===== src/lsu_cfg_pkg.sv =====
/*
  Width and count definitions for the four-stage load pipe.
  Modules refer to these by scoped name, for example lsu_cfg_pkg::paddr_t.
  Physical address equals virtual address, so one address type covers both.
*/

package lsu_cfg_pkg;

  // --------------------------------------------------
  // Widths and counts
  // --------------------------------------------------
  localparam int ALEN_W          = 64;
  localparam int PADDR_W         = 40;
  localparam int DCACHE_DATA_B_W = 16;
  localparam int ALEN_B          = 8;
  localparam int RD_TAG_W        = 6;

  // Source 0 is the store queue, 1 the store buffer and 2 the miss unit
  localparam int FWD_SRC_NUM = 3;

  // Byte offset inside a cache read and inside a doubleword
  localparam int DCACHE_OFF_W = $clog2(DCACHE_DATA_B_W);
  localparam int LANE_OFF_W   = $clog2(ALEN_B);

  // --------------------------------------------------
  // Vector types
  // --------------------------------------------------
  typedef logic        [PADDR_W-1:0]           paddr_t;
  typedef logic signed [11:0]                  offset_t;
  typedef logic        [ALEN_W-1:0]            data_t;
  typedef logic        [ALEN_B-1:0]            byte_mask_t;
  typedef logic        [DCACHE_DATA_B_W*8-1:0] line_t;
  typedef logic        [RD_TAG_W-1:0]          rd_tag_t;

endpackage


===== src/lsu_op_pkg.sv =====
/*
  Load operation encodings shared by the pipe stages.
  Size is coded as log2 of the access bytes, so alignment checks can shift by it.
  size_mask gives the byte lanes a load needs inside its doubleword.
*/

package lsu_op_pkg;

  typedef enum logic [1:0] {
    SIZE_B  = 2'd0,
    SIZE_H  = 2'd1,
    SIZE_W  = 2'd2,
    SIZE_DW = 2'd3
  } size_e;

  typedef enum logic {
    SIGN_U = 1'b0,
    SIGN_S = 1'b1
  } sign_e;

  // --------------------------------------------------
  // Lanes needed by a load of the given size
  // --------------------------------------------------
  // Consecutive lanes starting at lane_off; an aligned load never wraps
  function automatic lsu_cfg_pkg::byte_mask_t size_mask(
    input size_e                                 size,
    input logic [lsu_cfg_pkg::LANE_OFF_W-1:0]    lane_off
  );
    lsu_cfg_pkg::byte_mask_t base;
    case (size)
      SIZE_B:  base = 8'h01;
      SIZE_H:  base = 8'h03;
      SIZE_W:  base = 8'h0f;
      default: base = 8'hff;
    endcase
    return base << lane_off;
  endfunction

endpackage


===== src/lsu_agen.sv =====
/*
  Address stage of the load pipe, covering EX0 to EX2.
  Registers the issue into EX1, adds base and offset, sends the line read
  to the L1 data cache and hands the load on to the EX2 consumers.
*/

`timescale 1ns/1ps

module lsu_agen (
  input  logic                    i_clk,
  input  logic                    i_reset_n,
  input  logic                    i_kill,

  input  logic                    i_issue_valid,
  input  lsu_cfg_pkg::data_t      i_issue_base,
  input  lsu_cfg_pkg::offset_t    i_issue_offset,
  input  lsu_op_pkg::size_e       i_issue_size,
  input  lsu_op_pkg::sign_e       i_issue_sign,
  input  lsu_cfg_pkg::rd_tag_t    i_issue_rd,

  output logic                    o_l1d_rd_valid,
  output lsu_cfg_pkg::paddr_t     o_l1d_rd_paddr,

  output logic                    o_ex2_valid,
  output lsu_cfg_pkg::paddr_t     o_ex2_paddr,
  output lsu_op_pkg::size_e       o_ex2_size,
  output lsu_op_pkg::sign_e       o_ex2_sign,
  output lsu_cfg_pkg::rd_tag_t    o_ex2_rd
);

  // EX1 stage
  logic                  r_ex1_valid;
  lsu_cfg_pkg::data_t    r_ex1_base;
  lsu_cfg_pkg::offset_t  r_ex1_offset;
  lsu_op_pkg::size_e     r_ex1_size;
  lsu_op_pkg::sign_e     r_ex1_sign;
  lsu_cfg_pkg::rd_tag_t  r_ex1_rd;

  lsu_cfg_pkg::data_t    w_ex1_sum;
  lsu_cfg_pkg::paddr_t   w_ex1_paddr;

  // --------------------------------------------------
  // EX0 to EX1
  // --------------------------------------------------
  always_ff @(posedge i_clk, negedge i_reset_n) begin
    if (!i_reset_n) begin
      r_ex1_valid <= 1'b0;
    end else begin
      r_ex1_valid <= i_issue_valid & ~i_kill;
    end
  end

  always_ff @(posedge i_clk) begin
    if (i_issue_valid) begin
      r_ex1_base   <= i_issue_base;
      r_ex1_offset <= i_issue_offset;
      r_ex1_size   <= i_issue_size;
      r_ex1_sign   <= i_issue_sign;
      r_ex1_rd     <= i_issue_rd;
    end
  end

  // --------------------------------------------------
  // EX1 address and cache read
  // --------------------------------------------------
  assign w_ex1_sum = r_ex1_base +
                     {{(lsu_cfg_pkg::ALEN_W - $bits(lsu_cfg_pkg::offset_t)){r_ex1_offset[11]}},
                      r_ex1_offset};
  // Without translation the truncated sum is the physical address
  assign w_ex1_paddr = w_ex1_sum[lsu_cfg_pkg::PADDR_W-1:0];

  assign o_l1d_rd_valid = r_ex1_valid;
  assign o_l1d_rd_paddr = {w_ex1_paddr[lsu_cfg_pkg::PADDR_W-1:lsu_cfg_pkg::DCACHE_OFF_W],
                           {lsu_cfg_pkg::DCACHE_OFF_W{1'b0}}};

  // --------------------------------------------------
  // EX1 to EX2
  // --------------------------------------------------
  always_ff @(posedge i_clk, negedge i_reset_n) begin
    if (!i_reset_n) begin
      o_ex2_valid <= 1'b0;
    end else begin
      o_ex2_valid <= r_ex1_valid & ~i_kill;
    end
  end

  always_ff @(posedge i_clk) begin
    if (r_ex1_valid) begin
      o_ex2_paddr <= w_ex1_paddr;
      o_ex2_size  <= r_ex1_size;
      o_ex2_sign  <= r_ex1_sign;
      o_ex2_rd    <= r_ex1_rd;
    end
  end

  // Issue side promises natural alignment; the merge relies on it
  a_ex1_aligned : assert property (
    @(posedge i_clk) disable iff (!i_reset_n)
    r_ex1_valid |->
      ((((4'd1 << r_ex1_size) - 4'd1) & {1'b0, w_ex1_paddr[lsu_cfg_pkg::LANE_OFF_W-1:0]}) == 4'd0)
  ) else $error("EX1 load address %h not aligned for size %s", w_ex1_paddr, r_ex1_size.name());

endmodule


===== src/lsu_fwd_align.sv =====
/*
  Lane alignment for one store-forwarding source in EX2.
  Keeps the lanes the load needs and shifts them down so that
  output lane 0 carries the load's first byte.
*/

`timescale 1ns/1ps

module lsu_fwd_align (
  input  lsu_cfg_pkg::paddr_t      i_ex2_paddr,
  input  lsu_op_pkg::size_e        i_ex2_size,
  input  lsu_cfg_pkg::byte_mask_t  i_src_dw,
  input  lsu_cfg_pkg::data_t       i_src_data,

  output lsu_cfg_pkg::byte_mask_t  o_lane_valid,
  output lsu_cfg_pkg::data_t       o_lane_data
);

  logic [lsu_cfg_pkg::LANE_OFF_W-1:0] w_lane_off;
  lsu_cfg_pkg::byte_mask_t            w_expected;
  lsu_cfg_pkg::byte_mask_t            w_hit_lanes;

  assign w_lane_off = i_ex2_paddr[lsu_cfg_pkg::LANE_OFF_W-1:0];

  // Lanes of the aligned doubleword the load reads
  assign w_expected  = lsu_op_pkg::size_mask(i_ex2_size, w_lane_off);
  assign w_hit_lanes = i_src_dw & w_expected;

  // Move the load's first lane down to lane 0
  assign o_lane_valid = w_hit_lanes >> w_lane_off;
  assign o_lane_data  = i_src_data >> {w_lane_off, 3'b000};

endmodule


===== src/lsu_load_merge.sv =====
/*
  EX2 merge and EX3 result stage of the load pipe.
  Sends the forwarding check, overlays forwarded bytes on the cache data,
  decides between writeback and replay, and registers the result into EX3.
  Lower source index has priority where sources overlap.
*/

`timescale 1ns/1ps

module lsu_load_merge (
  input  logic                     i_clk,
  input  logic                     i_reset_n,
  input  logic                     i_kill,

  input  logic                     i_ex2_valid,
  input  lsu_cfg_pkg::paddr_t      i_ex2_paddr,
  input  lsu_op_pkg::size_e        i_ex2_size,
  input  lsu_op_pkg::sign_e        i_ex2_sign,
  input  lsu_cfg_pkg::rd_tag_t     i_ex2_rd,

  input  logic                     i_l1d_hit,
  input  lsu_cfg_pkg::line_t       i_l1d_data,

  input  lsu_cfg_pkg::byte_mask_t  i_lane_valid [lsu_cfg_pkg::FWD_SRC_NUM],
  input  lsu_cfg_pkg::data_t       i_lane_data  [lsu_cfg_pkg::FWD_SRC_NUM],

  output logic                     o_fwd_chk_valid,
  output lsu_cfg_pkg::paddr_t      o_fwd_chk_paddr,
  output lsu_cfg_pkg::byte_mask_t  o_fwd_chk_dw,

  output logic                     o_wb_valid,
  output lsu_cfg_pkg::rd_tag_t     o_wb_rd,
  output lsu_cfg_pkg::data_t       o_wb_data,

  output logic                     o_replay_valid,
  output lsu_cfg_pkg::rd_tag_t     o_replay_rd,
  output lsu_cfg_pkg::paddr_t      o_replay_paddr
);

  logic [lsu_cfg_pkg::LANE_OFF_W-1:0] w_lane_off;
  lsu_cfg_pkg::byte_mask_t            w_need_mask;
  lsu_cfg_pkg::byte_mask_t            w_fwd_cover;
  lsu_cfg_pkg::data_t                 w_l1d_dw;
  lsu_cfg_pkg::data_t                 w_merged;
  lsu_cfg_pkg::data_t                 w_ext_data;
  logic                               w_full_cover;
  logic                               w_replay;
  logic                               w_signed;

  // EX3 stage
  logic                  r_ex3_wb_valid;
  logic                  r_ex3_replay_valid;
  lsu_cfg_pkg::rd_tag_t  r_ex3_rd;
  lsu_cfg_pkg::data_t    r_ex3_data;
  lsu_cfg_pkg::paddr_t   r_ex3_paddr;

  // --------------------------------------------------
  // Forwarding request
  // --------------------------------------------------
  assign w_lane_off      = i_ex2_paddr[lsu_cfg_pkg::LANE_OFF_W-1:0];
  assign o_fwd_chk_valid = i_ex2_valid;
  assign o_fwd_chk_paddr = {i_ex2_paddr[lsu_cfg_pkg::PADDR_W-1:lsu_cfg_pkg::LANE_OFF_W],
                            {lsu_cfg_pkg::LANE_OFF_W{1'b0}}};
  assign o_fwd_chk_dw    = lsu_op_pkg::size_mask(i_ex2_size, w_lane_off);

  // Needed lanes after alignment, starting at lane 0
  assign w_need_mask = lsu_op_pkg::size_mask(i_ex2_size, '0);

  // Cache bytes from the load's first byte upward
  assign w_l1d_dw = lsu_cfg_pkg::data_t'(
                      i_l1d_data >> {i_ex2_paddr[lsu_cfg_pkg::DCACHE_OFF_W-1:0], 3'b000});

  // --------------------------------------------------
  // Byte merge
  // --------------------------------------------------
  // Lower sources are applied last and overwrite higher ones
  always_comb begin
    w_merged    = w_l1d_dw;
    w_fwd_cover = '0;
    for (int src = lsu_cfg_pkg::FWD_SRC_NUM - 1; src >= 0; src--) begin
      for (int lane = 0; lane < lsu_cfg_pkg::ALEN_B; lane++) begin
        if (i_lane_valid[src][lane]) begin
          w_merged[lane*8 +: 8] = i_lane_data[src][lane*8 +: 8];
        end
      end
      w_fwd_cover = w_fwd_cover | i_lane_valid[src];
    end
  end

  assign w_full_cover = &(w_fwd_cover | ~w_need_mask);
  // A miss only matters when forwarding leaves a gap
  assign w_replay     = ~w_full_cover & ~i_l1d_hit;

  // Size and sign extension
  assign w_signed = (i_ex2_sign == lsu_op_pkg::SIGN_S);

  always_comb begin
    case (i_ex2_size)
      lsu_op_pkg::SIZE_B:
        w_ext_data = {{(lsu_cfg_pkg::ALEN_W-8){w_signed & w_merged[7]}}, w_merged[7:0]};
      lsu_op_pkg::SIZE_H:
        w_ext_data = {{(lsu_cfg_pkg::ALEN_W-16){w_signed & w_merged[15]}}, w_merged[15:0]};
      lsu_op_pkg::SIZE_W:
        w_ext_data = {{(lsu_cfg_pkg::ALEN_W-32){w_signed & w_merged[31]}}, w_merged[31:0]};
      default:
        w_ext_data = w_merged;
    endcase
  end

  // --------------------------------------------------
  // EX2 to EX3
  // --------------------------------------------------
  always_ff @(posedge i_clk, negedge i_reset_n) begin
    if (!i_reset_n) begin
      r_ex3_wb_valid     <= 1'b0;
      r_ex3_replay_valid <= 1'b0;
    end else begin
      r_ex3_wb_valid     <= i_ex2_valid & ~i_kill & ~w_replay;
      r_ex3_replay_valid <= i_ex2_valid & ~i_kill & w_replay;
    end
  end

  always_ff @(posedge i_clk) begin
    if (i_ex2_valid) begin
      r_ex3_rd    <= i_ex2_rd;
      r_ex3_data  <= w_ext_data;
      r_ex3_paddr <= i_ex2_paddr;
    end
  end

  assign o_wb_valid     = r_ex3_wb_valid;
  assign o_wb_rd        = r_ex3_rd;
  assign o_wb_data      = r_ex3_data;
  assign o_replay_valid = r_ex3_replay_valid;
  assign o_replay_rd    = r_ex3_rd;
  assign o_replay_paddr = r_ex3_paddr;

  // Alignment slices pass only lanes the load needs
  a_fwd_in_need : assert property (
    @(posedge i_clk) disable iff (!i_reset_n)
    i_ex2_valid |-> ((w_fwd_cover & ~w_need_mask) == '0)
  ) else $error("Forwarded lanes %b outside needed lanes %b", w_fwd_cover, w_need_mask);

endmodule


===== src/lsu_pipe_top.sv =====
/*
  Top level of the four-stage load pipe.
  Connects the address stage, one alignment slice per forwarding source
  and the merge stage. Results appear three cycles after issue.
*/

`timescale 1ns/1ps

module lsu_pipe_top (
  input  logic                     i_clk,
  input  logic                     i_reset_n,
  input  logic                     i_kill,

  input  logic                     i_issue_valid,
  input  lsu_cfg_pkg::data_t       i_issue_base,
  input  lsu_cfg_pkg::offset_t     i_issue_offset,
  input  lsu_op_pkg::size_e        i_issue_size,
  input  lsu_op_pkg::sign_e        i_issue_sign,
  input  lsu_cfg_pkg::rd_tag_t     i_issue_rd,

  output logic                     o_l1d_rd_valid,
  output lsu_cfg_pkg::paddr_t      o_l1d_rd_paddr,
  input  logic                     i_l1d_hit,
  input  lsu_cfg_pkg::line_t       i_l1d_data,

  output logic                     o_fwd_chk_valid,
  output lsu_cfg_pkg::paddr_t      o_fwd_chk_paddr,
  output lsu_cfg_pkg::byte_mask_t  o_fwd_chk_dw,
  input  lsu_cfg_pkg::byte_mask_t  i_fwd_dw   [lsu_cfg_pkg::FWD_SRC_NUM],
  input  lsu_cfg_pkg::data_t       i_fwd_data [lsu_cfg_pkg::FWD_SRC_NUM],

  output logic                     o_wb_valid,
  output lsu_cfg_pkg::rd_tag_t     o_wb_rd,
  output lsu_cfg_pkg::data_t       o_wb_data,

  output logic                     o_replay_valid,
  output lsu_cfg_pkg::rd_tag_t     o_replay_rd,
  output lsu_cfg_pkg::paddr_t      o_replay_paddr
);

  logic                     ex2_valid;
  lsu_cfg_pkg::paddr_t      ex2_paddr;
  lsu_op_pkg::size_e        ex2_size;
  lsu_op_pkg::sign_e        ex2_sign;
  lsu_cfg_pkg::rd_tag_t     ex2_rd;

  lsu_cfg_pkg::byte_mask_t  lane_valid [lsu_cfg_pkg::FWD_SRC_NUM];
  lsu_cfg_pkg::data_t       lane_data  [lsu_cfg_pkg::FWD_SRC_NUM];

  lsu_agen u_agen (
    .i_clk          (i_clk),
    .i_reset_n      (i_reset_n),
    .i_kill         (i_kill),
    .i_issue_valid  (i_issue_valid),
    .i_issue_base   (i_issue_base),
    .i_issue_offset (i_issue_offset),
    .i_issue_size   (i_issue_size),
    .i_issue_sign   (i_issue_sign),
    .i_issue_rd     (i_issue_rd),
    .o_l1d_rd_valid (o_l1d_rd_valid),
    .o_l1d_rd_paddr (o_l1d_rd_paddr),
    .o_ex2_valid    (ex2_valid),
    .o_ex2_paddr    (ex2_paddr),
    .o_ex2_size     (ex2_size),
    .o_ex2_sign     (ex2_sign),
    .o_ex2_rd       (ex2_rd)
  );

  // One slice per source: store queue, store buffer, miss unit
  for (genvar src = 0; src < lsu_cfg_pkg::FWD_SRC_NUM; src++) begin : g_fwd
    lsu_fwd_align u_fwd_align (
      .i_ex2_paddr  (ex2_paddr),
      .i_ex2_size   (ex2_size),
      .i_src_dw     (i_fwd_dw[src]),
      .i_src_data   (i_fwd_data[src]),
      .o_lane_valid (lane_valid[src]),
      .o_lane_data  (lane_data[src])
    );
  end

  lsu_load_merge u_load_merge (
    .i_clk           (i_clk),
    .i_reset_n       (i_reset_n),
    .i_kill          (i_kill),
    .i_ex2_valid     (ex2_valid),
    .i_ex2_paddr     (ex2_paddr),
    .i_ex2_size      (ex2_size),
    .i_ex2_sign      (ex2_sign),
    .i_ex2_rd        (ex2_rd),
    .i_l1d_hit       (i_l1d_hit),
    .i_l1d_data      (i_l1d_data),
    .i_lane_valid    (lane_valid),
    .i_lane_data     (lane_data),
    .o_fwd_chk_valid (o_fwd_chk_valid),
    .o_fwd_chk_paddr (o_fwd_chk_paddr),
    .o_fwd_chk_dw    (o_fwd_chk_dw),
    .o_wb_valid      (o_wb_valid),
    .o_wb_rd         (o_wb_rd),
    .o_wb_data       (o_wb_data),
    .o_replay_valid  (o_replay_valid),
    .o_replay_rd     (o_replay_rd),
    .o_replay_paddr  (o_replay_paddr)
  );

endmodule


===== config.mk =====
export PLATFORM = sky130hd
export DESIGN_NAME = lsu_pipe_top
export DESIGN_NICKNAME = d
export VERILOG_FILES = /design/src/lsu_cfg_pkg.sv /design/src/lsu_op_pkg.sv /design/src/lsu_agen.sv /design/src/lsu_fwd_align.sv /design/src/lsu_load_merge.sv /design/src/lsu_pipe_top.sv
export SDC_FILE = /design/constraint.sdc
export NUM_CORES = 1
export LEC_CHECK = 0
export BUFFER_PORTS_ARGS = -buffer_cell sky130_fd_sc_hd__clkbuf_2
export CORE_AREA = 2 2 248 250
export CTS_BUF_LIST = sky130_fd_sc_hd__clkbuf_2 sky130_fd_sc_hd__clkbuf_4 sky130_fd_sc_hd__clkbuf_8
export DETAILED_ROUTE_END_ITERATION = 12
export DIE_AREA = 0 0 250 252
export GPL_ROUTABILITY_DRIVEN = 1
export REMOVE_ABC_BUFFERS = 1
export SLEW_MARGIN = 25
export SYNTH_ARGS = -nofsm -noshare
export SYNTH_HDL_FRONTEND = slang
export SYNTH_SLANG_ARGS = --single-unit
export TNS_END_PERCENT = 50

===== constraint.sdc =====
create_clock -name i_clk -period 4.7 [get_ports i_clk]
set_clock_uncertainty 0.15 [all_clocks]
set_input_delay 0.705 -clock i_clk [delete_from_list [all_inputs] [get_ports i_clk]]
set_output_delay 0.705 -clock i_clk [all_outputs]
set_load 0.03 [all_outputs]

==> results.json, run 1 <==
{
  "core_um2": 60100,
  "ys_async_sr_fraction_pct": 1.79,
  "max-slew-margin-rel_pct": 22.4,
  "yosysMostFrequentCell": "mux2i_1",
  "synth_top_family_by_area": "multiplexers",
  "crit_required_ns": 3.85,
  "wire_per_inst_um": 27.4,
  "fin_crit_ns": 4.56,
  "outcome": "finished, final reports clean",
  "synth_warnings": 0,
  "via_count": 20700,
  "p_per_area_nw_per_um2": 345,
  "die_h_um": 252,
  "clkSinkCount": 224,
  "synth_xor_area_share_pct": 1.49,
  "sw_frac_of_total_pct": 41.6,
  "critPathKind": "flip-flop to output port",
  "tns_ns": 0,
  "syn_inst": 2142,
  "max_cap_violations": 0,
  "crit_fanout": 5,
  "portBuffers": 610,
  "worstPathArrival_ns": 3.71,
  "worst_pin_slew_ns": 1.16,
  "synth_area_leaders": "edfxtp_1 31%, mux2i_1 12%, mux4_2 11%",
  "ys_top_cells_by_count": "254 x mux2i_1, 220 x edfxtp_1, 198 x nand2_1",
  "r2r_setup_slack_ns": 0.47,
  "yosys.area_share.simple_pct": 10.6,
  "cts-buffers-inserted": 42,
  "r2r_start": "u_agen.o_ex2_paddr[2]",
  "num_io_pins": 642,
  "cts_tree": "done",
  "p_int_w": 0.00519,
  "hold_path_class": "input port to flip-flop",
  "dr.pass1.iters": 5,
  "initial_core_util_pct": 35.2,
  "wl_mm": 95.1,
  "synth-edff-count": 220,
  "avgSynthCellArea_um2": 9.90,
  "via_per_inst": 5.98,
  "grt_pass1_vias": 20100,
  "final_antenna_net_count": 0,
  "critPathLaunchType": "flip-flop",
  "hold_viol_final": 0,
  "gp_congestion": 0.945,
  "grt_antenna_before_repair": 18,
  "rsz0062_at_grt": "true",
  "synth.area.mux_share_pct": 26.7,
  "post-route-util_pct": 42.9,
  "fp-row-count": 90,
  "power.share.sequential_pct": 28.7,
  "max_freq_ghz": 0.219,
  "ir_worst_vdd_mv": 0.265,
  "synthAdderAreaFrac_pct": 2.40,
  "grt_pass1_wl_mm": 135,
  "synth_top_area_cell": "edfxtp_1",
  "hold_path.startpoint": "i_issue_base[4]",
  "synth-compound-area-share_pct": 19.2,
  "fin_crit_sh_pct": 97.1,
  "yosysTopAreaCellShare_pct": 31.2,
  "setup_viol_count_final": 0,
  "instances_no_fill": 3472,
  "dp_hpwl_mm": 71.4,
  "grt.total_usage_pct": 29.0,
  "syn_area_um2": 21200,
  "pre_cts_ws_ns": 0.144,
  "p_clk_share_pct": 23.9,
  "clk_latency_ns": 0.62,
  "whs_ns": 0.103,
  "clk_path_buf_depth": 3,
  "cts_root_buffer": "clkbuf_8",
  "drtIter0Drc": 2049,
  "end_kind": "output port",
  "finalWorstSetupSlack_ns": 0.136,
  "die_x_um": 250,
  "comb_power_share_pct": 47.4,
  "switching_power_w": 0.00369,
  "leakage_nw": 11.0,
  "synth_ff_type": "edfxtp_1",
  "syn2layout_area_growth_pct": 21.7,
  "design.die.area_um2": 63000,
  "placed_cells": 3367,
  "drv_slew": 0,
  "crit_start": "u_agen.r_ex1_offset[11]",
  "drive_gt1_share_pct": 38.3,
  "cts-htree-levels": 2,
  "gr-total-overflow": 0,
  "grt_max_degree": 171,
  "synth_cell_types": 84,
  "clk_pin_slew_ns": 0.06,
  "ys_seq_area_share_pct": 31.6,
  "drc": 0,
  "ys_ff_latch": 224,
  "nets": 3118
}
## logic make-up (layout without fill, tap and decap cells)
family                     after synthesis  after routing
adders and majority gates               40             40
xor gates and xnor gates                36             36
AOI/OAI and AO/OA                      627            627
muxes                                  425            425
and+or+nand+nor                        509            509
buffers and inverters                  280            809
other                                    1             20
DFF                                    224            224
## what timing repair did
| action | 4_1_cts | 5_1_grt |
|---|---|---|
| pin swaps | 8 | 17 |
| endpoints found under the hold margin | 4 | 0 |
| endpoints found under the setup margin | 13 | 13 |
| resized for setup | 20 | 47 |
| gates cloned | 0 | 0 |
| setup buffers | 9 | 4 |
| hold buffers | 1 | 0 |
## per-stage QoR
step | total power (W) | cell area [um2]
floorplan | 0.00545 | 19600
global placement | 0.00658 | 24400
detailed placement | 0.00660 | 24400
global route | 0.00928 | 25800
finish | 0.00889 | 25800
CTS | 0.00879 | 25400
## power by group through the flow
stage	logic (W)	clock network [W]	registers [W]
floorplan	0.00249	0	0.00296
global placement	0.00399	0	0.00259
detailed placement	0.00400	0	0.00260
CTS	0.00406	0.00218	0.00255
global route	0.00446	0.00226	0.00256
finish	0.00421	0.00212	0.00255
## flip-flops by register name (all words and copies together) (netlist names), 6 cells and up
name / flops
u_agen.r_ex1_rd: 6
u_load_merge.o_replay_paddr: 40
u_agen.o_ex2_rd: 6
u_load_merge.o_replay_rd: 6
u_agen.o_ex2_paddr: 40
u_agen.r_ex1_base: 40
u_load_merge.o_wb_data: 64
u_agen.r_ex1_offset: 12
## final timing paths
check	end	cells past startpoint
worst max-delay path	o_l1d_rd_paddr[39]	13
worst min-delay path	u_agen.r_ex1_base[4]	1
worst max register to register	u_load_merge.o_wb_data[57]	10
worst min register to register	u_agen.o_ex2_rd[0]	0
max in group asynchronous	u_agen.o_ex2_valid	2
min in group asynchronous	u_load_merge.o_replay_valid	2
## metal layers
layer	share of wire, %	up-vias	wire length (um)	track usage, %
li1	-	9246	-	-
met1	40	10100	38500	38.4
met2	46	1204	44200	46.7
met3	9.3	183	8810	6.04
met4	3.7	8	3540	10.7
met5	0.060	-	57	0
## layout by cell type (no fill, tap or decap), types with 9 or more instances in the layout
cell	count
a211oi_1	69
a21o_1	15
a21oi_1	180
a221o_1	9
a221oi_1	9
a2bb2oi_1	13
a311oi_1	9
a31oi_1	10
and2_1	10
and3_1	10
buf_4	91
clkbuf_2	608
clkbuf_4	9
clkbuf_8	43
clkinv_1	11
diode_2	13
edfxtp_1	220
ha_1	22
ha_4	11
inv_1	19
mux2_2	66
mux2i_1	254
mux4_2	105
nand2_1	198
nand3_1	60
nor2_1	153
nor2b_1	22
nor3_1	12
o211ai_1	43
o21a_1	14
o21ai_0	122
o221ai_1	10
o22ai_1	22
xnor2_1	23
xor2_1	11
## layout make-up
type                            count  area [um2]
Antenna cell                       13        32.5
Clock buffer                       52         659
Clock inverter                     25         251
Fill cell                        5930       34300
Inverter                           23        86.3
Multi-Input combinational cell   1644       13200
Sequential cell                   224        6710
Tap cell                          782         978
Timing Repair Buffer              709        3900
## worst max-delay path, cell delays in order, from the launching register on
cell	delay, ns
edfxtp_1	0.42
buf_6	0.16
ha_2	0.32
a21oi_2	0.18
o21ai_2	0.10
a41o_1	0.22
a21o_1	0.19
a311oi_2	0.35
a21oi_2	0.12
a211o_1	0.30
mux2i_1	0.14
a2111oi_2	0.29
buf_4	0.18
buf_8	0.11
Note: power is estimated with default switching activity, not from simulation.
==> inputs of run 2 (changes only) <==
- MAX_ROUTING_LAYER: unset -> met4
- PLACE_DENSITY: unset -> 0.65
==> run 2 against run 1 <==
  * Global-route usage rose by 1.8 points
  * Fmax decreased by 2.8%
  * Design area is 0.40% higher
  * Clock power about the same
  * Register-to-register slack improved by 0.12 ns
  * Count of clock-buffer cells in the layout unchanged
  * Via count up 2.8%
  * Largest cell class unchanged
  * Critical path type unchanged
  * Sequential power is essentially flat
  * Die area unchanged
  * Critical path depth stayed put
==> results.json, run 2 (synthesis gave the netlist of run 1 again) <==
{
  "clk_latency_ns": 0.63,
  "clkSinkCount": 224,
  "cts_root_buffer": "clkbuf_8",
  "power.share.sequential_pct": 28.6,
  "fillers": 5888,
  "cpMostUsedCell": "buf_6",
  "core_um2": 60100,
  "crit_required_ns": 3.85,
  "clk_pin_slew_ns": 0.08,
  "via_count": 21300,
  "grt_pass1_vias": 20600,
  "drive_gt1_share_pct": 38.7,
  "syn2layout_area_growth_pct": 22.2,
  "p_clk_share_pct": 23.6,
  "crit_fanout": 6,
  "hold_viol_final": 0,
  "largest_reg_flops": 64,
  "outcome": "finished, final reports clean",
  "critPathSlowestCell": "o41ai_4",
  "gp_congestion": 0.970,
  "grt_max_degree": 166,
  "final_antenna_net_count": 0,
  "max-slew-margin-rel_pct": 30.2,
  "gr-total-overflow": 0,
  "worstPathArrival_ns": 3.84,
  "whs_ns": 0.109,
  "num_io_pins": 642,
  "drc": 0,
  "setup_viol_count_final": 0,
  "ir_worst_vdd_mv": 0.240,
  "portBuffers": 610,
  "comb_power_share_pct": 47.7,
  "nets": 3129,
  "grt_pass1_wl_mm": 141,
  "fp-row-count": 90,
  "design.die.area_um2": 63000,
  "p_int_w": 0.00520,
  "dp_hpwl_mm": 73.0,
  "critPathKind": "flip-flop to output port",
  "drtIter0Drc": 2564,
  "sw_frac_of_total_pct": 42.0,
  "crit_cells": 13,
  "hold_path_class": "input port to flip-flop",
  "drv_slew": 0,
  "die_x_um": 250,
  "initial_core_util_pct": 35.2,
  "end_kind": "output port",
  "via_per_inst": 6.12,
  "switching_power_w": 0.00376,
  "fin_crit_ns": 4.69,
  "grt.total_usage_pct": 30.8,
  "die_h_um": 252,
  "rsz0062_at_grt": "true",
  "r2r_setup_slack_ns": 0.59,
  "rr_endpoint": "u_load_merge.o_wb_data[63]",
  "wl_mm": 98.1,
  "ff2ff_path_depth": 11,
  "cts_tree": "done",
  "dr.pass1.iters": 7,
  "final_common_cell": "clkbuf_2",
  "fin_crit_sh_pct": 99.9,
  "max_cap_violations": 0,
  "cp_cell_sequence": "buf_6 > buf_6 > ha_4 > o21ai_4 > nor2_2 > o31ai_2 > nand4b_1 > o211a_1 > o41ai_4 > o22ai_2 > o41ai_2 > xnor2_1 > buf_4",
  "grt_antenna_before_repair": 18,
  "slowest_delay_ns": 0.45,
  "leakage_nw": 11.0,
  "crit_start": "u_agen.r_ex1_offset[11]",
  "r2r_start": "u_agen.o_ex2_paddr[0]",
  "critPathLaunchType": "flip-flop",
  "worst_pin_slew_ns": 1.04,
  "finalPower_w": 0.00897,
  "clk_path_buf_depth": 3,
  "crit_buf_inv": 3,
  "most-common-layout-cells": "605 x clkbuf_2, 254 x mux2i_1, 220 x edfxtp_1, 197 x nand2_1, 179 x a21oi_1",
  "cts-htree-levels": 2,
  "crit_end": "o_l1d_rd_paddr[36]",
  "wire_per_inst_um": 28.1,
  "critPathTopFamily": "compound AO/OA/AOI/OAI gates",
  "p_per_area_nw_per_um2": 346,
  "max_freq_ghz": 0.213,
  "cts-buffers-inserted": 42
}
run 2: how the worst min path moves through the flow:
stage	cells past startpoint	slack, ns	from	end
after detailed placement	0	0.26	u_agen.o_ex2_rd[3]	u_load_merge.o_replay_rd[3]
final	1	0.11	i_issue_offset[0]	u_agen.r_ex1_offset[0]
after global placement	0	0.25	u_agen.r_ex1_rd[5]	u_agen.o_ex2_rd[5]
after CTS	1	0.05	i_issue_offset[0]	u_agen.r_ex1_offset[0]
after floorplan	0	0.25	u_agen.r_ex1_rd[0]	u_agen.o_ex2_rd[0]
after global routing	1	0.07	i_issue_base[25]	u_agen.r_ex1_base[25]
run 2: power groups by stage:
stage / Combinational [W] / Clock, W / Sequential [W]
2_1_floorplan: 0.00249 / 0 / 0.00296
3_3_place_gp: 0.00400 / 0 / 0.00260
3_5_place_dp: 0.00402 / 0 / 0.00260
4_1_cts: 0.00411 / 0.00216 / 0.00256
5_1_grt: 0.00452 / 0.00224 / 0.00257
6_report: 0.00428 / 0.00212 / 0.00257
run 2: per-layer routing:
layer  vias to the layer above  wire, um  global-route usage [%]
met5                         -         0                       -
li1                       9280         -                       -
met4                         0      4420                    13.6
met3                       247      8860                    5.61
met1                     10500     39600                    39.5
met2                      1303     45200                    47.6
run 2: what timing repair did:
item                                    CTS  global route
hold buffers                              1             0
endpoints found under the setup margin   14            15
pin swaps                                10            22
setup buffers                            15            10
resized for setup                        31            48
hold endpoints to repair                  4             0
run 2: per-stage QoR:
step	setup slack, ns	util (%)	cells	setup TNS [ns]	cell area, um2
final	0.00535	43.1	3487	0	25900
after CTS	0.000789	42.5	3457	0	25600
after detailed placement	0.159	40.6	3367	0	24400
after floorplan	-12.76	-	1891	-890.57	19600
after global placement	0.170	40.6	3367	0	24400
after global routing	-0.121	43.1	3485	-0.245	25900
run 2: worst reg2reg max path: stages, from the launching register on:
cell       delay, ns
edfxtp_1        0.58
inv_2           0.33
a2bb2oi_1       0.29
a2bb2oi_1       0.28
inv_1           0.19
and3_1          0.23
o21ai_2         0.36
o211ai_1        0.22
a32o_1          0.32
a31oi_4         0.38
buf_12          0.26
o211ai_1        0.23
run 2: layout make-up:
type,instances,area (um2),share of cell area (%)
multi-input cells,1644,13200,50.9
flip-flops and latches,224,6710,25.9
repair buffers,720,4000,15.5
well taps,782,978,3.78
clock buffers,52,653,2.52
clock inverters,22,226,0.875
inverters,23,86.3,0.333
diodes,20,50.0,0.193
